### src/common/ppc_settings.svh
`ifndef PPC_SETTINGS_SVH
`define PPC_SETTINGS_SVH

// Datapath and register file
`define PPC_DATA_WIDTH 32
`define PPC_GPR_COUNT 32

// Renaming and reservation stations
`define PPC_RS_ID_WIDTH 4
`define PPC_RS_DEPTH 8

`endif
### src/common/ppc_isa_pkg.sv
`default_nettype none
`include "ppc_settings.svh"

package ppc_isa_pkg;

    typedef logic [0:$clog2(`PPC_GPR_COUNT)-1] reg_addr_t;
    typedef logic [0:5] opcode_t;
    typedef logic [0:9] xo_t;

    localparam opcode_t OPC_ADDI = 6'd14;
    localparam opcode_t OPC_ANDI = 6'd28;
    localparam opcode_t OPC_XFORM = 6'd31;

    // Extended opcodes in bits 21 to 30 with OE clear for add and subf
    localparam xo_t XO_ADD = 10'd266;
    localparam xo_t XO_SUBF = 10'd40;
    localparam xo_t XO_AND = 10'd28;
    localparam xo_t XO_OR = 10'd444;
    localparam xo_t XO_XOR = 10'd316;

    typedef enum logic {AS_ADD, AS_SUB} add_sub_op_t;
    typedef enum logic [1:0] {LOG_AND, LOG_OR, LOG_XOR} log_op_t;
    typedef enum logic {UNIT_ADD_SUB, UNIT_LOG} unit_t;

    typedef struct packed {
        unit_t unit;
        reg_addr_t result_addr;
        reg_addr_t ra_addr;
        reg_addr_t rb_addr;
        logic use_imm;
        logic [0:`PPC_DATA_WIDTH-1] imm;
        logic ra_zero;
        add_sub_op_t add_sub_op;
        log_op_t log_op;
    } decode_t;

endpackage

`default_nettype wire

### src/common/ppc_ooo_pkg.sv
`default_nettype none
`include "ppc_settings.svh"

package ppc_ooo_pkg;

    typedef logic [0:`PPC_RS_ID_WIDTH-1] rs_id_t;
    typedef logic [0:`PPC_DATA_WIDTH-1] data_t;

    // Value is only meaningful once valid, otherwise rs_id names the producer
    typedef struct packed {
        data_t value;
        logic valid;
        rs_id_t rs_id;
    } operand_t;

    typedef struct packed {
        rs_id_t rs_id;
        ppc_isa_pkg::reg_addr_t addr;
        data_t value;
    } wb_t;

    typedef struct packed {
        operand_t op_a;
        operand_t op_b;
        ppc_isa_pkg::reg_addr_t result_addr;
        ppc_isa_pkg::add_sub_op_t op;
    } add_sub_entry_t;

    typedef struct packed {
        operand_t op_a;
        operand_t op_b;
        ppc_isa_pkg::reg_addr_t result_addr;
        ppc_isa_pkg::log_op_t op;
    } log_entry_t;

endpackage

`default_nettype wire

### src/execute/log_unit.sv
`default_nettype none

module log_unit (
    input  logic clk,
    input  logic rst_n,
    input  logic issue_valid,
    output logic issue_ready,
    input  ppc_ooo_pkg::log_entry_t issue_entry,
    input  ppc_ooo_pkg::rs_id_t issue_rs_id,
    output logic result_valid,
    input  logic result_ready,
    output ppc_ooo_pkg::wb_t result
);
    import ppc_isa_pkg::*;

    assign issue_ready = !result_valid || result_ready;

    always_ff @(posedge clk or negedge rst_n) begin
        if (!rst_n) begin
            result_valid <= 1'b0;
        end else if (issue_ready) begin
            result_valid <= issue_valid;
        end
    end

    always_ff @(posedge clk) begin
        if (issue_valid && issue_ready) begin
            result.rs_id <= issue_rs_id;
            result.addr <= issue_entry.result_addr;
            case (issue_entry.op)
                LOG_OR: result.value <= issue_entry.op_a.value | issue_entry.op_b.value;
                LOG_XOR: result.value <= issue_entry.op_a.value ^ issue_entry.op_b.value;
                default: result.value <= issue_entry.op_a.value & issue_entry.op_b.value;
            endcase
        end
    end

endmodule

`default_nettype wire

### config.mk
export PLATFORM = sky130hd
export DESIGN_NAME = log_unit
export DESIGN_NICKNAME = d
export VERILOG_FILES = /design/src/common/ppc_isa_pkg.sv /design/src/common/ppc_ooo_pkg.sv /design/src/execute/log_unit.sv
export VERILOG_INCLUDE_DIRS = /design/src /design/src/common
export SDC_FILE = /design/constraint.sdc
export NUM_CORES = 1
export LEC_CHECK = 0
export BUFFER_PORTS_ARGS = -buffer_cell sky130_fd_sc_hd__buf_2
export CAP_MARGIN = 10
export CORE_MARGIN = 2
export CORE_UTILIZATION = 45
export DETAILED_ROUTE_END_ITERATION = 8
export PLACE_DENSITY = 0.76
export SLEW_MARGIN = 20
export SYNTH_ARGS = -nofsm -noshare
export SYNTH_HDL_FRONTEND = slang
export SYNTH_SLANG_ARGS = --single-unit
### constraint.sdc
create_clock -name clk -period 2.1 [get_ports clk]
set_input_delay 0.105 -clock clk [delete_from_list [all_inputs] [get_ports clk]]
set_output_delay 0.105 -clock clk [all_outputs]
set_load 0.01 [all_outputs]
# Yosys cells after proc, flatten, opt, wreduce, memory -nomap -nowiden
# Cells that the tools add are included.
# W data, S select, Z words.
# word_totals
register_bits	42
in_bits	89
out_inout_bits	43
word_cells	13
# op_classes
eq_ne	2
muxes	1
bitwise_logic	3
n_reduce_logical	3
# op_table
operator	count
$pmux W32 S2	1
$and A32 B32 Y32	1
$or A32 B32 Y32	1
$xor A32 B32 Y32	1
$eq A2 B1 Y1 const B	1
$eq A2 B2 Y1 const B	1
$logic_and A1 B1 Y1	1
$logic_not A1 Y1	1
$logic_or A1 B1 Y1	1

# Logic depth before layout (Yosys ltp)
# depth
ltp_word	3
mapped_depth	5
ltp_nobuf	4

# Worst setup path after synthesis
# OpenSTA, ideal clock, no wires.
# synth_timing
kind	flip-flop to flip-flop
startpoint	register result_valid
endpoint	register result[0] (netlist name), enable pin
setup_time_ps	402
t_arrival_ps	1590
t_required_ps	1698
slack_ps	108
path_stages_with_launch	3
n_path_buf	0
period_less_slack_ps	1992
cell_sequence	dfrtp_1 -> nand2b_1 -> and2_1
# synth_between
elab_chain_len	3
# synth_lines
item	line_no	text
from (decl)	log_unit.sv:10	output logic result_valid,
from (signal assigned)	log_unit.sv:22	result_valid <= issue_valid;
$logic_not A1 Y1	log_unit.sv:16	assign issue_ready = !result_valid || result_ready;
$logic_or A1 B1 Y1	log_unit.sv:16	
named net issue_ready	log_unit.sv:7	output logic issue_ready,
$logic_and A1 B1 Y1	log_unit.sv:27	if (issue_valid && issue_ready) begin
to (decl)	log_unit.sv:12	output ppc_ooo_pkg::wb_t result
# The timed path passes the listed nets, and every way through them passes these cells.
# A chain may end at the register's enable or synchronous reset.

# Worst setup path in the final report
# layout_timing
startpoint	register result_valid
endpoint	register result[38] (netlist name), enable pin
# layout_between
elab_chain_len	3
# layout_lines
item	line_no
$logic_not A1 Y1	log_unit.sv:16
$logic_or A1 B1 Y1	log_unit.sv:16
$logic_and A1 B1 Y1	log_unit.sv:27
# Every way passes these cells.

==> results.json <==
{
  "rr_endpoint": "result[38]",
  "p_per_area_nw_per_um2": 567,
  "row_count": 30,
  "grt_pass1_vias": 2577,
  "post-route-period-util_pct": 61.0,
  "drcViolationCount": 0,
  "mostFrequentLayoutCell": "buf_2",
  "yosysUniqueCellTypes": 12,
  "cp-start-kind": "flip-flop",
  "clkLatencyLatePin_ns": 0.29,
  "crit_type": "flip-flop to flip-flop",
  "h-tree-depth": 2,
  "post_drt_wl_per_cell_um": 12.5,
  "skew_ns": 0.0100,
  "rr_worst_depth": 3,
  "io_buffers": 121,
  "max_stage_delay_ns": 0.39,
  "viasPerCell": 4.68,
  "maxSlewHeadroom_pct": 65.8,
  "setup_viol": 0,
  "vias": 2563,
  "grt_max_degree": 42,
  "ir_drop_mv": 0.420,
  "synth_area_um2": 3150,
  "ant_nets": 0,
  "synth_nets": 473,
  "synth_top_area_cell": "edfxtp_1",
  "p_leak_uw": 0.00213,
  "yosys.area.top_type_share_pct": 39.0,
  "crit_slowest_cell": "dfrtp_1",
  "cts_buffers": 5,
  "final_cell_mix": "121 x buf_2, 67 x inv_1, 66 x ha_1",
  "syn_inst": 318,
  "path_buf_inv": 1,
  "drt_pass1_iterations": 4,
  "clkSlewWorstSetupHoldPaths_ns": 0.09,
  "place_inst": 530,
  "area_growth_pct": 30.0,
  "nNetsFinal": 606,
  "worst_slew_pin_slew_ns": 0.513,
  "overflow": 0,
  "gp_congestion": 0.695,
  "fin_tns_setup_ns": 0,
  "postCtsResizedCells": 0,
  "crit_chain": "nand2b_1 -> and2_2 -> buf_12",
  "die_area_um2": 7690,
  "start_util_pct": 46.4,
  "total_power_uw": 2330,
  "antenna_cells": 0,
  "postCtsHoldBufs": 10,
  "endpoint_kind": "flip-flop",
  "hp-class": "primary input to flip-flop",
  "cts_sinks": 42,
  "cp.required_ns": 2.08,
  "io_pins": 132,
  "post_cts_buffers": 0,
  "critPathArrivalTime_ns": 1.26,
  "fin_crit_ns": 1.28,
  "ys_warn_count": 0,
  "fmax_mhz": 781,
  "status": "finished clean",
  "drv_slew": 0,
  "min-delay-start": "issue_valid",
  "ys_seq_area_share_pct": 39.8,
  "syn_avg_cell_area_um2": 9.92,
  "min_path_cells": 2,
  "dp_hpwl_um": 5070,
  "drtIter0Drc": 63,
  "drive_gt1_share_pct": 30.3,
  "die-width_um": 87.7,
  "core_area_um2": 6790,
  "critPathMaxFanout": 41,
  "regToRegSetupSlack_ns": 0.82,
  "timing.max_cap.violations": 0,
  "rsz0062_at_grt": "false",
  "cts-root-buf": "clkbuf_8",
  "die_y_um": 87.7,
  "clockBufferDepth": 2,
  "grt_pass1_wl_um": 10900,
  "finalWirelength_um": 6850,
  "fin_cells": 548,
  "rr_startpoint": "result_valid",
  "ys_seq_elements": 42,
  "antenna_found_initial": 0,
  "final_util_pct": 60.3,
  "grt.total_usage_pct": 18.0,
  "cts_tree": "done",
  "yosys-top-cells-area": "edfxtp_1 39%, ha_1 26%, inv_1 8.0%",
  "final_hold_viol_count": 0,
  "cpLargestDelayFamily": "flip-flops",
  "min_to": "result_valid"
}
==> final cells by class <==
cell class,count,area (um2)
clock buffers,5,68.8
clock inverters,3,63.8
fillers,574,2690
inverters,67,251
multi-input cells,197,1570
flip-flops and latches,42,1260
well taps,96,120
repair buffers,138,771
==> synth_stat cells, drive strengths merged <==
master,count
a31oi,32
and2,1
buf,12
dfrtp,1
edfxtp,41
ha,66
inv,67
nand2,32
nand2b,34
nor2b,32
==> state kept, by name, indices dropped and copies added, names as in the netlist <==
register      cells
result_valid      1
result           41
==> report_power, final <==
group / switching, uW / leakage [uW] / internal, uW / total [uW]
Combinational: 289 / 0.00166 / 248 / 537
Sequential: 14.8 / 0.000406 / 1010 / 1030
Clock: 293 / 0.0000658 / 471 / 764
==> through the flow <==
step	hold slack (ns)	setup WS, ns	area (um2)
after floorplan	-0.191	0.108	3150
after global placement	-0.120	0.585	3870
after CTS	0.0113	0.817	4100
final	0.0194	0.819	4100
after detailed placement	-0.119	0.510	3870
after global routing	0.0302	0.749	4100
==> layer usage <==
layer  global-route usage, %  part of all wire [%]
met1                    18.1                    39
met2                    35.1                    52
met3                    6.03                   7.9
met4                    4.62                  0.35
met5                       0                     0
==> how the worst max path moves through the flow <==
stage	startpoint	end	slack (ns)	cells past startpoint
6_report	result_valid	result[38]	0.82	3
5_1_grt	issue_entry[1]	result[17]	0.75	6
4_1_cts	issue_entry[1]	result[28]	0.82	6
3_5_place_dp	issue_entry[1]	result[28]	0.51	6
3_3_place_gp	issue_entry[1]	result[24]	0.59	6
2_1_floorplan	result_valid	result[0]	0.11	2
==> cell families (layout without fill, tap and decap cells) <==
logic type,Yosys count,in the layout,synth area share (%)
flops,42,42,39.8
buf+inv,79,213,10.5
fa+ha+maj,66,66,26.2
compound gates,32,32,6.35
simple gates,99,99,17.2
Power figures use the tool's default switching activity.
