### config.mk
export PLATFORM = sky130hd
export DESIGN_NAME = dispatcher
export DESIGN_NICKNAME = d
export VERILOG_FILES = /design/src/common/ppc_isa_pkg.sv /design/src/common/ppc_ooo_pkg.sv /design/src/hdl/dispatcher.sv
export VERILOG_INCLUDE_DIRS = /design/src /design/src/common
export SDC_FILE = /design/constraint.sdc
export NUM_CORES = 1
export LEC_CHECK = 0
export ABC_AREA = 1
export BUFFER_PORTS_ARGS = -buffer_cell sky130_fd_sc_hd__clkbuf_2
export CAP_MARGIN = 10
export CORE_AREA = 2 2 124 126
export DETAILED_ROUTE_END_ITERATION = 16
export DIE_AREA = 0 0 126 128
export MAX_ROUTING_LAYER = met4
export SLEW_MARGIN = 5
export SYNTH_ARGS = -nofsm -noshare
export SYNTH_HDL_FRONTEND = slang
export SYNTH_SLANG_ARGS = --single-unit
### constraint.sdc
create_clock -name vclk -period 1.1
set_input_delay 0.055 -clock vclk [all_inputs]
set_output_delay 0.055 -clock vclk [all_outputs]
set_load 0.1 [all_outputs]
### src/common/ppc_settings.svh
`ifndef PPC_SETTINGS_SVH
`define PPC_SETTINGS_SVH

// Datapath and register file
`define PPC_DATA_WIDTH 32
`define PPC_GPR_COUNT 32

// Renaming and reservation stations
`define PPC_RS_ID_WIDTH 4
`define PPC_RS_DEPTH 8

`endif
### src/common/ppc_isa_pkg.sv
`default_nettype none
`include "ppc_settings.svh"

package ppc_isa_pkg;

    typedef logic [0:$clog2(`PPC_GPR_COUNT)-1] reg_addr_t;
    typedef logic [0:5] opcode_t;
    typedef logic [0:9] xo_t;

    localparam opcode_t OPC_ADDI = 6'd14;
    localparam opcode_t OPC_ANDI = 6'd28;
    localparam opcode_t OPC_XFORM = 6'd31;

    // Extended opcodes in bits 21 to 30 with OE clear for add and subf
    localparam xo_t XO_ADD = 10'd266;
    localparam xo_t XO_SUBF = 10'd40;
    localparam xo_t XO_AND = 10'd28;
    localparam xo_t XO_OR = 10'd444;
    localparam xo_t XO_XOR = 10'd316;

    typedef enum logic {AS_ADD, AS_SUB} add_sub_op_t;
    typedef enum logic [1:0] {LOG_AND, LOG_OR, LOG_XOR} log_op_t;
    typedef enum logic {UNIT_ADD_SUB, UNIT_LOG} unit_t;

    typedef struct packed {
        unit_t unit;
        reg_addr_t result_addr;
        reg_addr_t ra_addr;
        reg_addr_t rb_addr;
        logic use_imm;
        logic [0:`PPC_DATA_WIDTH-1] imm;
        logic ra_zero;
        add_sub_op_t add_sub_op;
        log_op_t log_op;
    } decode_t;

endpackage

`default_nettype wire

### src/common/ppc_ooo_pkg.sv
`default_nettype none
`include "ppc_settings.svh"

package ppc_ooo_pkg;

    typedef logic [0:`PPC_RS_ID_WIDTH-1] rs_id_t;
    typedef logic [0:`PPC_DATA_WIDTH-1] data_t;

    // Value is only meaningful once valid, otherwise rs_id names the producer
    typedef struct packed {
        data_t value;
        logic valid;
        rs_id_t rs_id;
    } operand_t;

    typedef struct packed {
        rs_id_t rs_id;
        ppc_isa_pkg::reg_addr_t addr;
        data_t value;
    } wb_t;

    typedef struct packed {
        operand_t op_a;
        operand_t op_b;
        ppc_isa_pkg::reg_addr_t result_addr;
        ppc_isa_pkg::add_sub_op_t op;
    } add_sub_entry_t;

    typedef struct packed {
        operand_t op_a;
        operand_t op_b;
        ppc_isa_pkg::reg_addr_t result_addr;
        ppc_isa_pkg::log_op_t op;
    } log_entry_t;

endpackage

`default_nettype wire

### src/hdl/dispatcher.sv
`default_nettype none

module dispatcher (
    input  logic decode_valid,
    output logic decode_ready,
    input  ppc_isa_pkg::decode_t decode,
    output ppc_isa_pkg::reg_addr_t gpr_read_addr [2],
    input  ppc_ooo_pkg::operand_t gpr_read [2],
    output logic gpr_update_valid,
    output ppc_isa_pkg::reg_addr_t gpr_update_addr,
    output ppc_ooo_pkg::rs_id_t gpr_update_rs_id,
    output logic as_insert_valid,
    input  logic as_insert_ready,
    input  ppc_ooo_pkg::rs_id_t as_free_id,
    output ppc_ooo_pkg::add_sub_entry_t as_entry,
    output logic log_insert_valid,
    input  logic log_insert_ready,
    input  ppc_ooo_pkg::rs_id_t log_free_id,
    output ppc_ooo_pkg::log_entry_t log_entry
);
    import ppc_isa_pkg::*;
    import ppc_ooo_pkg::*;

    operand_t op_a;
    operand_t op_b;
    logic to_log;

    assign gpr_read_addr[0] = decode.ra_addr;
    assign gpr_read_addr[1] = decode.rb_addr;
    assign to_log = decode.unit == UNIT_LOG;

    always_comb begin
        op_a = gpr_read[0];
        op_b = gpr_read[1];
        // addi with ra 0 adds to zero instead of r0
        if (decode.ra_zero) begin
            op_a = '{value: '0, valid: 1'b1, rs_id: '0};
        end
        if (decode.use_imm) begin
            op_b = '{value: decode.imm, valid: 1'b1, rs_id: '0};
        end
    end

    assign decode_ready = to_log ? log_insert_ready : as_insert_ready;
    assign as_insert_valid = decode_valid && !to_log;
    assign log_insert_valid = decode_valid && to_log;

    assign as_entry = '{op_a: op_a, op_b: op_b, result_addr: decode.result_addr,
                        op: decode.add_sub_op};
    assign log_entry = '{op_a: op_a, op_b: op_b, result_addr: decode.result_addr,
                         op: decode.log_op};

    // Destination is renamed to the slot the instruction lands in
    assign gpr_update_valid = decode_valid && decode_ready;
    assign gpr_update_addr = decode.result_addr;
    assign gpr_update_rs_id = to_log ? log_free_id : as_free_id;

endmodule

`default_nettype wire

-- After elaboration in Yosys (flattened, before gate mapping)
Index checks and enable logic that the tools add are counted.
- register bits after elaboration: 0
- input bits: 138
- output and inout port bits: 184
- word-level logic and storage cells: 8
- mux-type cells: 4
- reduce and logical (&&, ||, !) cells: 4
- operators by type and width (cell ; number):
    $mux 37 ; 2
    $mux 4 ; 1
    $logic_and 1x1->1 ; 3
    $logic_not 1->1 ; 1
    $mux 1 ; 1

-- Logic depth before layout (Yosys ltp)
Gate-level depths: netlist of the first run.
- depth in word-level cells: 2
- depth in mapped cells: 5
- mapped depth without buffers: 4

-- Worst setup path before layout of the first run
No wires, ideal clock.
- kind: input -> output
- start point: in decode[3] (netlist name)
- end point: out log_entry[50] (netlist name)
- arrival: 2.123 ns
- required time: 1.045 ns
- slack: -1.078 ns
- stages on the path: 4
- path buffers: 3
- cell sequence: buf_6 buf_2 nor2_1 buf_4
- RTL lines (item ; RTL line ; source):
    from (decl) ; dispatcher.sv:6 ; input ppc_isa_pkg::decode_t decode,
    to (decl) ; dispatcher.sv:19 ; output ppc_ooo_pkg::log_entry_t log_entry

==> impl_metrics.yaml, run 1 <==
global_route:
  grt-ovfl-total: 0
  grt_max_degree: 20
  met3_usage: 0.0100
  grt_pass1_wl_um: 11400
  grt_use_met1: 0.0890
  track_usage: 0.0863
  grt_antenna_before_repair: 0
  met2_usage: 0.174
  grt_pass1_vias: 2356
  top_usage_layer: "met2"
cells_and_area:
  area_growth_pct: 226
  fill_cells: 1499
  drive_gt1_frac: 0.740
  stdcell_count: 677
  stdcell_area_sq_um: 5340
  clock_buffers: 0
  seq_area_sq_um: 0
  seq_cell_count: 0
  num_antenna_cells: 0
  fin_nets: 629
  multiInputGateArea_sq_um: 1100
timing:
  grt_setup_unrepaired: "false"
  worst_pin_slew_ns: 0.389
  fin_crit_sh: 0.878
  finalHoldViolations: 0
  slew_violations: 0
  min_period_ns: 0.966
  setup_viol: 0
  relSlewSlack: 0.741
  max_freq_mhz: 1040
route:
  drt-initial-drc-count: 29
  viasPerCell: 3.38
  dr.pass1.iters: 4
  dr_total_vias: 2291
  drc: 0
  avgRoutedWirePerCell_um: 10.7
  wl_um: 7260
  ant_nets: 0
cts:
  cts_setup_buffers: 0
  hold_buffers: 0
  cts_resized: 0
worst_hold_path:
  hold_path_class: "input pin to output pin"
  hold_depth: 0
  worstHoldEndpoint: "gpr_read_addr[4]"
  hold_path_startpoint: "decode[41]"
synthesis:
  ys_seq_area_frac: 0
  avgSynthCellArea_sq_um: 5.17
  ys_types: 8
  yosysWarningCount: 0
  synth_area_sq_um: 1640
  syn_nets: 455
  synth_cells: 317
placed_design:
  dpl_cell_area_sq_um: 5340
  place_inst: 677
  place_hpwl_um: 7020
  gp_congestion: 0.779
  io_buffers: 276
floorplan:
  die-area_sq_um: 16100
  die_x_um: 126
  core_area_sq_um: 14900
  io_pins: 322
  fp.dieH_um: 128
  start_util: 0.110
  core.rowCount: 45
power:
  total_leakage_power_nw: 2.71
  power_mw: 5.22
  peakVddDrop_mv: 0.567
  power_density_nw_per_um2: 977
setup_path:
  worst-setup-path-type: "input pin to output pin"
  cp_max_fo: 15
  crit_required_ns: 1.04
  cp-end-kind: "output pin"
  crit_path_start_kind: "input pin"
  cp.arrival_ns: 0.91
run:
  drv_cap: 0
outcome:
  status: "complete, no violations"
==> placed cells by master, fill, tap and decap left out <==
| cell | instances |
|---|---|
| nor2_4 | 35 |
| nand2_4 | 30 |
| nor2_2 | 7 |
| buf_4 | 9 |
| buf_12 | 158 |
| nand2_2 | 2 |
| clkbuf_2 | 119 |
| nand2_1 | 80 |
| or2_2 | 2 |
| inv_1 | 47 |
==> critical path, cell delays in order <==
cell	delay, ns
clkbuf_2	0.12
inv_1	0.12
buf_4	0.22
nand2_1	0.12
nand2_4	0.10
buf_12	0.17
==> per-stage QoR <==
step	setup WS, ns	hold slack, ns	utilization	TNS, ns
after floorplan	-0.399	0.307	-	-5.95
after global placement	0.128	0.111	0.359	0
after detailed placement	0.119	0.111	0.359	0
after CTS	0.116	0.111	0.359	0
after global routing	0.0680	0.110	0.359	0
final	0.134	0.110	0.359	0
==> worst max path at each step <==
stage	from	end	slack (ns)	cells past startpoint
after global routing	decode[36]	as_entry[11]	0.07	6
after detailed placement	decode[3]	as_entry[49]	0.12	4
final	decode[36]	log_entry[19]	0.13	6
after global placement	decode[3]	as_entry[49]	0.13	4
after CTS	decode[3]	as_entry[49]	0.12	4
after floorplan	decode[3]	log_entry[44]	-0.40	3
==> synth_stat cells <==
master	number	area share
or2_2	2	0.0076
inv_1	47	0.11
buf_2	3	0.0092
nand2_1	112	0.26
buf_4	106	0.49
buf_6	3	0.021
clkbuf_8	2	0.017
nor2_1	42	0.096
==> where the power goes <==
part           leakage (nW)  switching [mW]  total (mW)  internal [mW]
Combinational          2.71            3.49        5.22           1.73
Sequential                0               0           0              0
Clock                     0               0           0              0
Total                  2.71            3.49        5.22           1.73
==> cell type report <==
cell class	instances	share of cell area
inverters	47	0.0330
multi-input cells	156	0.206
repair buffers	286	0.717
well taps	188	0.0441
==> metal layers <==
| metal | vias to the layer above | wire, um |
|---|---|---|
| met5 | - | 0 |
| met4 | 0 | 182 |
| met3 | 25 | 562 |
| met2 | 147 | 4180 |
| met1 | 983 | 2330 |
| li1 | 1136 | - |
==> logic make-up after synthesis <==
group / Yosys count / synth area share
AND/OR/NAND/NOR: 156 / 0.360
buffers and inverters: 161 / 0.640
Note: power is estimated with default switching activity, not from simulation.
==> run 2: changes to the inputs <==
--- a/config.mk
+++ b/config.mk
@@ -7,12 +7,11 @@
 export NUM_CORES = 1
 export LEC_CHECK = 0
 export ABC_AREA = 1
-export BUFFER_PORTS_ARGS = -buffer_cell sky130_fd_sc_hd__clkbuf_2
+export BUFFER_PORTS_ARGS = -buffer_cell sky130_fd_sc_hd__buf_2
 export CAP_MARGIN = 10
 export CORE_AREA = 2 2 124 126
 export DETAILED_ROUTE_END_ITERATION = 16
 export DIE_AREA = 0 0 126 128
-export MAX_ROUTING_LAYER = met4
 export SLEW_MARGIN = 5
 export SYNTH_ARGS = -nofsm -noshare
 export SYNTH_HDL_FRONTEND = slang
==> impl_metrics.yaml, run 2 (synthesis gave the netlist of run 1 again) <==
outcome:
  status: "complete, no violations"
global_route:
  grt_max_degree: 18
  grt_antenna_before_repair: 0
  grt_pass1_wl_um: 12000
  grt_pass1_vias: 2388
  grt-ovfl-total: 0
  track_usage: 0.0897
setup_path:
  critPathLaunch: "decode[36]"
  cp_num_cells: 6
  crit_required_ns: 1.04
  crit_buf_inv: 4
  crit_chain: "buf_2 > inv_1 > buf_4 > nand2_1 > nand2_4 > buf_12"
  worst-setup-path-type: "input pin to output pin"
  cp.arrival_ns: 0.90
  critPathMaxStageDelay_ns: 0.21
  cp_max_fo: 16
  critPathCapture: "as_entry[25]"
  crit_path_start_kind: "input pin"
  cp-end-kind: "output pin"
  crit_family: "buffers and inverters"
  cpMaxStageDelayCell: "buf_4"
cells_and_area:
  final_common_cell: "buf_12"
  seq_area_sq_um: 0
  area_growth_pct: 225
  num_antenna_cells: 0
  fin_nets: 628
  clock_buffers: 0
  final_cell_mix: "buf_12, buf_2, nand2_1, inv_1, nor2_4"
  seq_cell_count: 0
  drive_gt1_frac: 0.740
timing:
  grt_setup_unrepaired: "false"
  max_freq_mhz: 1040
  min_period_ns: 0.958
  slew_violations: 0
  fin_crit_sh: 0.871
  setup_viol: 0
  setup_ws_ns: 0.142
  finalHoldViolations: 0
  worst_pin_slew_ns: 0.372
  relSlewSlack: 0.752
route:
  ant_nets: 0
  drc: 0
  dr_total_vias: 2300
  dr.pass1.iters: 6
  viasPerCell: 3.40
  drt-initial-drc-count: 42
  wl_um: 7950
  avgRoutedWirePerCell_um: 11.8
floorplan:
  core_area_sq_um: 14900
  start_util: 0.110
  io_pins: 322
  die_x_um: 126
  fp.dieH_um: 128
  die-area_sq_um: 16100
  core.rowCount: 45
placed_design:
  io_buffers: 276
  dp_slack_ns: 0.143
  place_hpwl_um: 7620
cts:
  cts_resized: 0
  hold_buffers: 0
  cts_setup_buffers: 0
power:
  power_density_nw_per_um2: 981
  total_leakage_power_nw: 2.68
  power_mw: 5.23
  peakVddDrop_mv: 0.542
run:
  drv_cap: 0
worst_hold_path:
  hold_path_class: "input pin to output pin"
-- run 2: changes by cell type in the layout (fill, tap and decap cells not counted) --
cell	delta
buf_2	+119
buf_4	-1
clkbuf_2	-119
-- run 2: worst min-delay path by stage --
stage                             from          endpoint  cells past startpoint
final                       decode[41]  gpr_read_addr[4]                      0
after global placement      decode[37]  gpr_read_addr[0]                      0
after detailed placement    decode[37]  gpr_read_addr[0]                      0
after global routing        decode[44]  gpr_read_addr[7]                      0
after CTS                   decode[37]  gpr_read_addr[0]                      0
after floorplan           gpr_read[43]      as_entry[49]                      2
-- run 2: where the power goes --
part	switching [mW]	internal, mW
Clock	0	0
Sequential	0	0
Combinational	3.51	1.72
Total	3.51	1.72
-- run 2: routing by layer --
metal  up-vias  share of wire  GRT usage
met2       147           0.60      0.194
li1       1138              -          -
met1       996           0.29     0.0870
met4         0          0.018     0.0155
met5         -              0          0
met3        19          0.083     0.0163
-- run 2: final cells by class --
type / instances / area (sq um)
inverter: 47 / 176
tap: 188 / 235
fill: 1452 / 9530
timing repair buffer: 285 / 3820
multi-input combinational: 156 / 1100
-- run 2: metrics by stage --
stage                     instance area [sq um]  utilization  std cells  setup TNS (ns)  hold WS [ns]
after floorplan                            2620            -        317           -5.95         0.307
after global placement                     5330        0.359        676               0         0.111
after detailed placement                   5330        0.359        676               0         0.111
after CTS                                  5330        0.359        676               0         0.111
after global routing                       5330        0.359        676               0         0.110
final                                      5330        0.359        676               0         0.110
