--- config.mk ---
export PLATFORM = sky130hd
export DESIGN_NAME = instruction_decode
export DESIGN_NICKNAME = d
export VERILOG_FILES = /design/src/common/ppc_isa_pkg.sv /design/src/hdl/instruction_decode.sv
export VERILOG_INCLUDE_DIRS = /design/src /design/src/common
export SDC_FILE = /design/constraint.sdc
export NUM_CORES = 1
export LEC_CHECK = 0
export ABC_AREA = 1
export CAP_MARGIN = 20
export CORE_ASPECT_RATIO = 1.5
export CORE_MARGIN = 2
export CORE_UTILIZATION = 45
export DETAILED_ROUTE_END_ITERATION = 10
export DONT_BUFFER_PORTS = 1
export SLEW_MARGIN = 20
export SYNTH_ARGS = -nofsm -noshare
export SYNTH_HDL_FRONTEND = slang
export SYNTH_SLANG_ARGS = --single-unit
--- constraint.sdc ---
create_clock -name clk -period 8 [get_ports clk]
set_input_delay 1.6 -clock clk [delete_from_list [all_inputs] [get_ports clk]]
set_output_delay 1.6 -clock clk [all_outputs]
set_load 0.005 [all_outputs]
--- src/common/ppc_settings.svh ---
`ifndef PPC_SETTINGS_SVH
`define PPC_SETTINGS_SVH

// Datapath and register file
`define PPC_DATA_WIDTH 32
`define PPC_GPR_COUNT 32

// Renaming and reservation stations
`define PPC_RS_ID_WIDTH 4
`define PPC_RS_DEPTH 8

`endif
--- src/common/ppc_isa_pkg.sv ---
`default_nettype none
`include "ppc_settings.svh"

package ppc_isa_pkg;

    typedef logic [0:$clog2(`PPC_GPR_COUNT)-1] reg_addr_t;
    typedef logic [0:5] opcode_t;
    typedef logic [0:9] xo_t;

    localparam opcode_t OPC_ADDI = 6'd14;
    localparam opcode_t OPC_ANDI = 6'd28;
    localparam opcode_t OPC_XFORM = 6'd31;

    // Extended opcodes in bits 21 to 30 with OE clear for add and subf
    localparam xo_t XO_ADD = 10'd266;
    localparam xo_t XO_SUBF = 10'd40;
    localparam xo_t XO_AND = 10'd28;
    localparam xo_t XO_OR = 10'd444;
    localparam xo_t XO_XOR = 10'd316;

    typedef enum logic {AS_ADD, AS_SUB} add_sub_op_t;
    typedef enum logic [1:0] {LOG_AND, LOG_OR, LOG_XOR} log_op_t;
    typedef enum logic {UNIT_ADD_SUB, UNIT_LOG} unit_t;

    typedef struct packed {
        unit_t unit;
        reg_addr_t result_addr;
        reg_addr_t ra_addr;
        reg_addr_t rb_addr;
        logic use_imm;
        logic [0:`PPC_DATA_WIDTH-1] imm;
        logic ra_zero;
        add_sub_op_t add_sub_op;
        log_op_t log_op;
    } decode_t;

endpackage

`default_nettype wire

--- src/hdl/instruction_decode.sv ---
`default_nettype none
`include "ppc_settings.svh"

module instruction_decode (
    input  logic clk,
    input  logic rst_n,
    input  logic instruction_valid,
    output logic instruction_ready,
    input  logic [0:31] instruction,
    output logic decode_valid,
    input  logic decode_ready,
    output ppc_isa_pkg::decode_t decode
);
    import ppc_isa_pkg::*;

    opcode_t opcode;
    xo_t xo;
    logic known;
    decode_t next;

    assign opcode = instruction[0:5];
    assign xo = instruction[21:30];
    assign instruction_ready = !decode_valid || decode_ready;

    always_comb begin
        next = '0;
        known = 1'b1;
        next.result_addr = instruction[6:10];
        next.ra_addr = instruction[11:15];
        next.rb_addr = instruction[16:20];
        case (opcode)
            OPC_ADDI: begin
                next.unit = UNIT_ADD_SUB;
                next.add_sub_op = AS_ADD;
                next.use_imm = 1'b1;
                next.imm = {{(`PPC_DATA_WIDTH-16){instruction[16]}}, instruction[16:31]};
                next.ra_zero = instruction[11:15] == 5'd0;
            end
            OPC_ANDI: begin
                // Logical forms write RA and read RS
                next.unit = UNIT_LOG;
                next.log_op = LOG_AND;
                next.result_addr = instruction[11:15];
                next.ra_addr = instruction[6:10];
                next.use_imm = 1'b1;
                next.imm = {{(`PPC_DATA_WIDTH-16){1'b0}}, instruction[16:31]};
            end
            OPC_XFORM: begin
                if (xo == XO_ADD || xo == XO_SUBF) begin
                    next.unit = UNIT_ADD_SUB;
                    next.add_sub_op = (xo == XO_SUBF) ? AS_SUB : AS_ADD;
                end else begin
                    next.unit = UNIT_LOG;
                    next.result_addr = instruction[11:15];
                    next.ra_addr = instruction[6:10];
                    case (xo)
                        XO_AND: next.log_op = LOG_AND;
                        XO_OR: next.log_op = LOG_OR;
                        XO_XOR: next.log_op = LOG_XOR;
                        default: known = 1'b0;
                    endcase
                end
            end
            default: known = 1'b0;
        endcase
    end

    always_ff @(posedge clk or negedge rst_n) begin
        if (!rst_n) begin
            decode_valid <= 1'b0;
        end else if (instruction_ready) begin
            decode_valid <= instruction_valid && known;
        end
    end

    always_ff @(posedge clk) begin
        if (instruction_valid && instruction_ready) begin
            decode <= next;
        end
    end

    assert property (@(posedge clk) disable iff (!rst_n)
        instruction_valid && instruction_ready |-> known)
        else $error("instruction_decode: unknown opcode %0d dropped", opcode);

endmodule

`default_nettype wire

== After elaboration in Yosys (flattened, before gate mapping) ==
Index checks and enable logic that the tools add are counted.
Operators by class
  equality and inequality tests: 8
  mux-type cells: 10
  bitwise logic cells: 1
  reduce and logical (&&, ||, !) cells: 10
Operators with widths (number)
  33-bit one-hot mux with 2 select lines: 1
  10-bit by 9-bit equality test with 1-bit output (second input constant): 3
  10-bit one-hot mux with 2 select lines: 1
  6-bit by 5-bit equality test with 1-bit output (second input constant): 2
  10-bit by 5-bit equality test with 1-bit output (second input constant): 1
  10-bit by 6-bit equality test with 1-bit output (second input constant): 1
  10-bit 2-to-1 mux: 1
  6-bit by 4-bit equality test with 1-bit output (second input constant): 1
  5-bit logical NOT: 1
  1-bit 2-to-1 mux: 4
  1-bit one-hot mux with 2 select lines: 2
  2-bit one-hot mux with 2 select lines: 1
  2-bit OR reduction: 2
  3-bit OR reduction: 1
  1-bit logical AND: 2
  1-bit logical OR: 2
  2-bit AND reduction: 1
  1-bit logical NOT: 1
  1-bit NOT: 1
Storage, ports and cells
  register bits: 54
  input bits: 36
  output and inout port bits: 55
  logic and storage cells: 39

== Depth between registers and ports, before layout ==
Gate-level depths: netlist of run 1.
  word-level depth: 6
  depth in mapped cells: 11
  mapped depth without buffers: 11

== Worst setup path before layout of run 1 ==
No wires, ideal clock.
  path type: input port to flip-flop
  start point: in decode_ready
  end point: reg decode[0] (netlist bit), enable pin
  library setup time: 0.492 ns
  data arrival time: 4.422 ns
  data required time: 7.508 ns
  slack: 3.086 ns
  stages: 2
  path buffers: 0
  cells stage by stage: inv_1 a21boi_0
Between the ends
  longest elaborated chain between the ends: 2
RTL lines
  from (decl): RTL line instruction_decode.sv:11  | input logic decode_ready,
  1-bit logical OR: RTL line instruction_decode.sv:23  | assign instruction_ready = !decode_valid || decode_ready;
  1-bit logical AND: RTL line instruction_decode.sv:77  | if (instruction_valid && instruction_ready) begin
  to (signal assigned): RTL line instruction_decode.sv:78  | decode <= next;
  to (decl): RTL line instruction_decode.sv:12  | output ppc_isa_pkg::decode_t decode
Every way passes these cells.
A chain may end at the register's enable or synchronous reset.

== Worst setup path after layout of run 1 ==
  start point: in decode_ready
  end point: out instruction_ready
Between the ends
  longest elaborated chain between the ends: 1
RTL lines
  1-bit logical OR: RTL line instruction_decode.sv:23
  to (decl): RTL line instruction_decode.sv:8  | output logic instruction_ready,
Every way passes these cells.

==> results of run 1 <==
## sequential cells by signal, indices dropped and copies added (netlist names)
| signal | flops |
|---|---|
| decode | 38 |
| decode_valid | 1 |
## worst min-delay path: stages, from the launching register on
cell     delay [ns]
dfrtp_1        0.43
nand2_1        0.12
nand2_1        0.07
## per-stage QoR
stage,utilization (%),instance area (µm²),hold slack [ns]
floorplan,-,1910,0.529
global placement,43.9,1830,0.632
detailed placement,44.6,1860,0.633
CTS,47.3,1970,0.651
global route,47.3,1970,0.665
finish,47.3,1970,0.650
## cell usage after synthesis, drive strengths merged
cell	n	area, µm²
nand4	2	12.5
buf	18	149
nand2	34	168
o21ai	2	13.8
edfxtp	38	1140
and2	1	6.26
inv	27	101
nor4	3	46.3
a21boi	1	7.51
nand3	16	80.1
nor3	3	25.0
dfrtp	1	25.0
nor2	32	135
## per-layer routing
metal | vias to the layer above | share of wire (%) | GRT usage (%)
li1 | 544 | - | -
met1 | 482 | 39 | 15.2
met2 | 56 | 52 | 22.9
met3 | 5 | 7.9 | 5.43
met4 | 0 | 1.7 | 6.55
met5 | - | 0 | 0
## worst max-delay path by stage
stage                     slack [ns]          from                 to  depth (start not counted)
after floorplan                 3.09  decode_ready          decode[0]                          2
after global placement          4.63  decode_ready  instruction_ready                          2
after detailed placement        4.62  decode_ready  instruction_ready                          2
after CTS                       4.62  decode_ready  instruction_ready                          2
after global routing            4.61  decode_ready  instruction_ready                          2
final                           4.61  decode_ready  instruction_ready                          2
## area by class of cell
| class | instances | area, µm² |
|---|---|---|
| inverters | 27 | 101 |
| repair buffers | 2 | 30.0 |
| well taps | 46 | 57.6 |
| fillers | 376 | 2200 |
| clock buffers | 5 | 68.8 |
| clock inverters | 3 | 43.8 |
| multi-input cells | 94 | 505 |
| flip-flops and latches | 39 | 1170 |
## kinds of logic (layout without fill, tap and decap cells)
family / after synthesis / after routing / synth area share [%]
AOI/OAI and AO/OA: 3 / 3 / 1.11
buffers and inverters: 45 / 37 / 13.1
DFF: 39 / 39 / 61.0
and+or+nand+nor: 91 / 91 / 24.8
## power by group through the flow
stage               clock, mW  sequential, mW  combinational [mW]
finish                  0.161           0.241              0.0208
global route            0.174           0.242              0.0235
CTS                     0.164           0.241              0.0211
detailed placement          0           0.246              0.0210
global placement            0           0.246              0.0183
floorplan                   0           0.244              0.0202
==> metrics.sh, run 1 <==
R2R_END='decode[16]'
TIMING.MAX_SLEW.REL_SLACK_PCT=50.2
CLK_PIN_SLEW_WORST_PATHS_NS=0.08
SETUP_TNS_NS=0
FLOORPLAN.INITIALDENSITY_PCT=45.8
CTS_HOLD_BUF=0
TIMING.HOLD.WORST_ENDPOINT='decode_valid'
DRT.ANTENNA.VIOLATING_NETS=0
WORST-PATH-MAX-FANOUT=2
SWITCHING_SHARE_PCT=20.8
MOSTFREQUENTLAYOUTCELL='edfxtp_1'
FINAL.MIN_CLOCK_PERIOD_NS=3.39
DIE_WIDTH_UM=57.2
MAX_H_TREE_LEVEL=2
CTS_BUFFERS=5
PORT-BUFFER-COUNT=0
HOLD_VIOL=0
CTS.SINKS=39
PLACE.GP.CONGESTION=0.884
DETAIL_ROUTE.FIRST_PASS.ITERATIONS=4
SYN_AVG_CELL_AREA_UM2=10.7
TIMING.REG2REG.SETUP_SLACK_NS=6.47
DR.FIRST_ITER.DRC_COUNT=25
PEAKVDDDROP_uV=156
RR_WORST_DEPTH=3
STDCELL_COUNT=216
FINAL_CELL_MIX='edfxtp_1, nor2_1, inv_1'
CP_SLOWEST_CELL='nand2_1'
INITIAL_ANTENNA_VIOLATION_COUNT=0
PLACEMENT.SETUP.WORST_SLACK_NS=4.62
CRIT_PATH_START_KIND='primary input'
CRITPATHKIND='in -> out'
SYNTH_CELL_TYPES=24
SHARE_CLK_OF_TOTAL_POWER_PCT=38.1
COUNT_OF_PINS_OVER_THEIR_SLEW_LIMIT=0
IO_PINS=91
FIRST_GLOBAL_VIAS=1101
SYNTH-SEQ-CELLS=39
DIEAREA_MM2=0.00479
GRT_MAX_DEGREE=19
SYNTH-WARNING-COUNT=0
FMAX_MHz=295
INSERTION_DELAY_NS=0.28
MIN-DELAY-PATH-CLASS='reg -> reg'
RSZ0062_AT_GRT='false'
SYNTHCELLS=178
FINAL_CRITICAL_PATH_SETUP_SLACK_NS=4.61
TIMING.FINAL.CRIT_SHARE_PCT=42.3
GROUTE.USAGE.OVERALL_PCT=13.8
POWER.DENSITY_mW_PER_MM2=214
WORST_EP_REQUIRED_TIME_NS=6.40
CELLS_ALONG_THE_CRITICAL_PATH='inv_1 > nand2_1'
CRITICAL_PATH.REG2REG.STARTPOINT='decode_valid'
CRITICAL_PATH_ARRIVAL_NS=1.79
LARGEST_INCREMENTAL_DELAY_ON_THE_CRITICAL_PATH_NS=0.10
ANTENNADIODECOUNT=0
WORSTHOLDPATHCELLS=2
TIMING.FINAL.SETUP_VIOLATIONS=0
MAXCAP_VIOL_COUNT=0
CTS.PATH.MAX_BUFFERS=2
FINAL.SETUP_SKEW_NS=0.00553
SYNTH.YOSYS.SEQ_AREA_SHARE_PCT=61.0
POST_SYNTH_INSTANCE_AREA_MM2=0.00191
FP.DIEH_UM=83.8
ROUTE.VIAS.TOTAL=1087
PLACEMENTROWS=29
WORST-PATH-BUF-INV=1
ENDPOINT_KIND='primary output'
DP_HPWL_MM=2.44
HOLD_PATH.STARTPOINT='decode_valid'
AREA_GROWTH_SYN_TO_LAYOUT_PCT=3.27
POST-CTS-SETUP-BUFFER-COUNT=0
CRITPATHTOPFAMILY='simple AND/OR/NAND/NOR gates'
ROUTE.DETAILED.DRC=0
GRT-OVFL-TOTAL=0
RUN_STATUS='finished, final reports clean'
FINISH.NET_COUNT=205
FINALWIRELENGTH_MM=3.17
SW_PWR_mW=0.0879
WL_PER_CELL_UM=14.7
STATIC-LEAKAGE-POWER_nW=0.816
CLOCK_TREE_FROM_TRITONCTS='built'
POWER.SEQUENTIAL.FRACTION_PCT=56.9
WORST_PIN_SLEW_NS=0.749
CLOCK-ROOT-BUFFER='clkbuf_8'
GRT_FIRST_PASS_WIRELENGTH_MM=5.00
CTS_REPAIR_RESIZE_COUNT=0
POWER.SHARE.COMBINATIONAL_PCT=4.9
LAYOUT-DRIVE-GT1-SHARE_PCT=22.9
TOTAL_POWER_mW=0.423
INTPOWER_mW=0.335
CORE_MM2=0.00417
VIAS_PER_CELL=5.03
NUMPLACEDINSTANCES=208
SYNTH_NETS=214
No activity file was read; power rests on OpenSTA's default activity.
==> run 2: changes to the inputs <==
--- a/config.mk
+++ b/config.mk
@@ -6,7 +6,7 @@
 export SDC_FILE = /design/constraint.sdc
 export NUM_CORES = 1
 export LEC_CHECK = 0
-export ABC_AREA = 1
+export ABC_AREA = 0
 export CAP_MARGIN = 20
 export CORE_ASPECT_RATIO = 1.5
 export CORE_MARGIN = 2
==> constraint.sdc (replaced) <==
create_clock -name clk -period 3.23 [get_ports clk]
set_input_delay 0.646 -clock clk [delete_from_list [all_inputs] [get_ports clk]]
set_output_delay 0.646 -clock clk [all_outputs]
set_load 0.005 [all_outputs]
==> metrics.sh, run 2 <==
RUN_STATUS='finished, final reports clean'
POST_SYNTH_AND_OR_NAND_NOR_AREA_FRACTION_PCT=15.5
FINAL.HOLD.WORST_SLACK_NS=0.0441
PEAKVDDDROP_uV=257
FLOORPLAN.INITIALDENSITY_PCT=47.6
FINALWIRELENGTH_MM=2.92
MAX_REG_FLOPS=38
POSTSYNTH.ASYNCRESETSHARE_PCT=2.56
CELLS_ALONG_THE_CRITICAL_PATH='nor3b_1 > a21oi_1 > nor4_2 > o31ai_2 > buf_4 > mux2_4'
DRT.ANTENNA.VIOLATING_NETS=0
SYNTH-ADDER-AREA-SHARE_PCT=0
CORE_MM2=0.00372
CRITPATHTOPFAMILY='simple AND/OR/NAND/NOR gates'
CRIT_START='instruction[29]'
WORST_EP_REQUIRED_TIME_NS=3.27
CTS_HOLD_BUF=0
CLOCK_TREE_FROM_TRITONCTS='built'
CRIT_PATH_START_KIND='primary input'
TIMING.FINAL.SETUP_VIOLATIONS=0
POWER.SEQUENTIAL.FRACTION_PCT=63.0
R2R_END='decode[44]'
SHARE_CLK_OF_TOTAL_POWER_PCT=33.0
ROUTE.VIAS.TOTAL=820
FIRST_GLOBAL_VIAS=878
ANTENNADIODECOUNT=0
HOLD_VIOL=0
SYNTHESIZED_AREA_FRACTION_OCCUPIED_BY_AO_OA_AOI_AND_OAI_CELLS_PCT=2.26
SYNTH_NETS=154
PLACEMENTROWS=27
SETUP_TNS_NS=0
WORST-PATH-BUF-INV=1
LARGEST_REGISTERS='decode (38), decode_valid (1)'
MAXCAP_VIOL_COUNT=0
GRT_FIRST_PASS_WIRELENGTH_MM=4.40
SYNTH_FF_TYPE='edfxtp_1'
SYNTHXORXNORAREAFRAC_PCT=0.495
CRITICAL_PATH.REG2REG.STARTPOINT='decode_valid'
SYNTH_CELL_TYPES=30
ENDPOINT='decode[44]'
VIAS_PER_CELL=5.32
NETLIST_TOP_CELLS_AREA='edfxtp_1, mux2_4, buf_4, and2_1, dfrtp_1'
GROUTE.USAGE.OVERALL_PCT=13.1
NUMPLACEDINSTANCES=146
MIN-DELAY-PATH-CLASS='in -> async'
AREA_GROWTH_SYN_TO_LAYOUT_PCT=1.48
SYNTHCELLS=118
LARGEST_INCREMENTAL_DELAY_ON_THE_CRITICAL_PATH_NS=0.35
SW_PWR_mW=0.200
STATIC-LEAKAGE-POWER_nW=0.634
LAYOUT-DRIVE-GT1-SHARE_PCT=23.4
RSZ0062_AT_GRT='false'
TIMING.MAX_SLEW.REL_SLACK_PCT=42.8
FINAL_CELL_MIX='edfxtp_1, and2_1, mux2_4'
TOP_REGISTER='decode'
CRITICAL_PATH_ARRIVAL_NS=1.86
MOSTFREQUENTLAYOUTCELL='edfxtp_1'
CTS.SINKS=39
TIMING.FINAL.CRIT_SHARE_PCT=56.3
GRT-OVFL-TOTAL=0
SYNTHDOMINANTCELLAREASHARE_PCT=64.5
YOSYS.CELL_COUNT.TOP_TYPE='edfxtp_1'
CTS_REPAIR_RESIZE_COUNT=0
CP_SLOWEST_CELL='nor4_2'
PORT-BUFFER-COUNT=0
DETAIL_ROUTE.FIRST_PASS.ITERATIONS=3
TIMING.REG2REG.SETUP_SLACK_NS=1.56
DIEAREA_MM2=0.00446
GRT_MAX_DEGREE=39
SYNTH-EDFF-COUNT=38
FINAL.MIN_CLOCK_PERIOD_NS=1.82
RR_WORST_DEPTH=2
SYNTH-SEQ-CELLS=39
SYNTH_TOP_AREA_CELL='edfxtp_1'
SYNTH-WARNING-COUNT=0
CTS.PATH.MAX_BUFFERS=2
POWER.DENSITY_mW_PER_MM2=527
LARGEST_FAMILY_OF_LOGIC_CELLS_BY_SYNTHESIZED_AREA='simple AND/OR/NAND/NOR gates'
FINISH.NET_COUNT=146
CLK_PIN_SLEW_WORST_PATHS_NS=0.07
SYNTH.YOSYS.SEQ_AREA_SHARE_PCT=65.9
FP.DIEH_UM=80.8
INSERTION_DELAY_NS=0.29
SWITCHING_SHARE_PCT=21.1
ROUTE.DETAILED.DRC=0
CTS_BUFFERS=5
DR.FIRST_ITER.DRC_COUNT=18
ENDPOINT_KIND='flip-flop'
WL_PER_CELL_UM=18.9
POWER.SHARE.COMBINATIONAL_PCT=4.0
STDCELL_COUNT=154
INTPOWER_mW=0.747
POST_SYNTH_INSTANCE_AREA_MM2=0.00177
POST-CTS-SETUP-BUFFER-COUNT=0
MUXSHAREOFSYNTHAREA_PCT=8.27
CRITPATHKIND='in -> reg'
CLOCK-ROOT-BUFFER='clkbuf_8'
MAX_H_TREE_LEVEL=2
COUNT_OF_PINS_OVER_THEIR_SLEW_LIMIT=0
IO_PINS=91
WORST_PIN_SLEW_NS=0.858
WORST-PATH-MAX-FANOUT=11
FINAL.SETUP_SKEW_NS=0.00380
CP.DEPTH=6
DIE_WIDTH_UM=55.2
SYN_AVG_CELL_AREA_UM2=15.0
FMAX_MHz=550
SYNTH_COMMON_CELLS='edfxtp_1, and2_1, buf_4'
INITIAL_ANTENNA_VIOLATION_COUNT=0
PLACE.GP.CONGESTION=0.672
[run 2: changes by cell type after synthesis, moves of 13 or more]
cell / change
inv_1: -21
nand2_2: -13
nor2_1: -24
and2_1: +15
nand2_1: -16
nand3_1: -15
[run 2: cells by family (layout without fill, tap and decap cells)]
kind of cell | count (synthesis) | in the layout
muxes | 10 | 10
xor gates and xnor gates | 1 | 1
buffers and inverters | 19 | 12
AOI/OAI and AO/OA | 5 | 5
and+or+nand+nor | 44 | 44
DFF | 39 | 39
[run 2: final cells by class]
cell class / count / area [µm²]
multi-input cells: 60 / 470
repair buffers: 2 / 15.0
clock buffers: 5 / 68.8
clock inverters: 3 / 15.0
inverters: 2 / 7.51
flip-flops and latches: 39 / 1170
fillers: 344 / 1920
well taps: 43 / 53.8
[run 2: per-layer routing]
metal  share of wire [%]  vias to the layer above  wire length, µm  GRT usage (%)
met5                   0                        -                0              0
met4                 2.1                        0               61           7.32
met3                 8.8                        5              257           5.57
met2                  53                       50             1540           23.2
met1                  36                      370             1060           12.8
li1                    -                      395                -              -
[run 2: worst min path at each step]
stage	end	slack [ns]	cells past startpoint
2_1_floorplan	decode_valid	0.35	0
3_3_place_gp	decode_valid	0.35	0
3_5_place_dp	decode_valid	0.35	0
4_1_cts	decode_valid	0.04	0
5_1_grt	decode_valid	0.03	0
6_report	decode_valid	0.04	0
[run 2: worst register-to-register path: stages (launching register included)]
cell and delay, ns:
dfrtp_1 0.41, nand2b_1 0.14, and2_2 0.74
[run 2: through the flow]
| step | instance area (µm²) | utilization [%] | worst slack [ns] | power (mW) |
|---|---|---|---|---|
| 6_report | 1800 | 48.4 | 1.41 | 0.947 |
| 5_1_grt | 1800 | 48.4 | 1.31 | 0.984 |
| 4_1_cts | 1800 | 48.4 | 1.39 | 0.954 |
| 3_5_place_dp | 1710 | 46.1 | 1.09 | 0.648 |
| 3_3_place_gp | 1710 | 46.1 | 1.16 | 0.646 |
| 2_1_floorplan | 1770 | - | 1.10 | 0.647 |
[run 2: power by group through the flow]
stage          combinational, mW  sequential [mW]  clock, mW
6_report                  0.0380            0.597      0.312
5_1_grt                   0.0415            0.600      0.343
4_1_cts                   0.0388            0.598      0.317
3_5_place_dp              0.0386            0.609          0
3_3_place_gp              0.0371            0.609          0
2_1_floorplan             0.0434            0.603          0
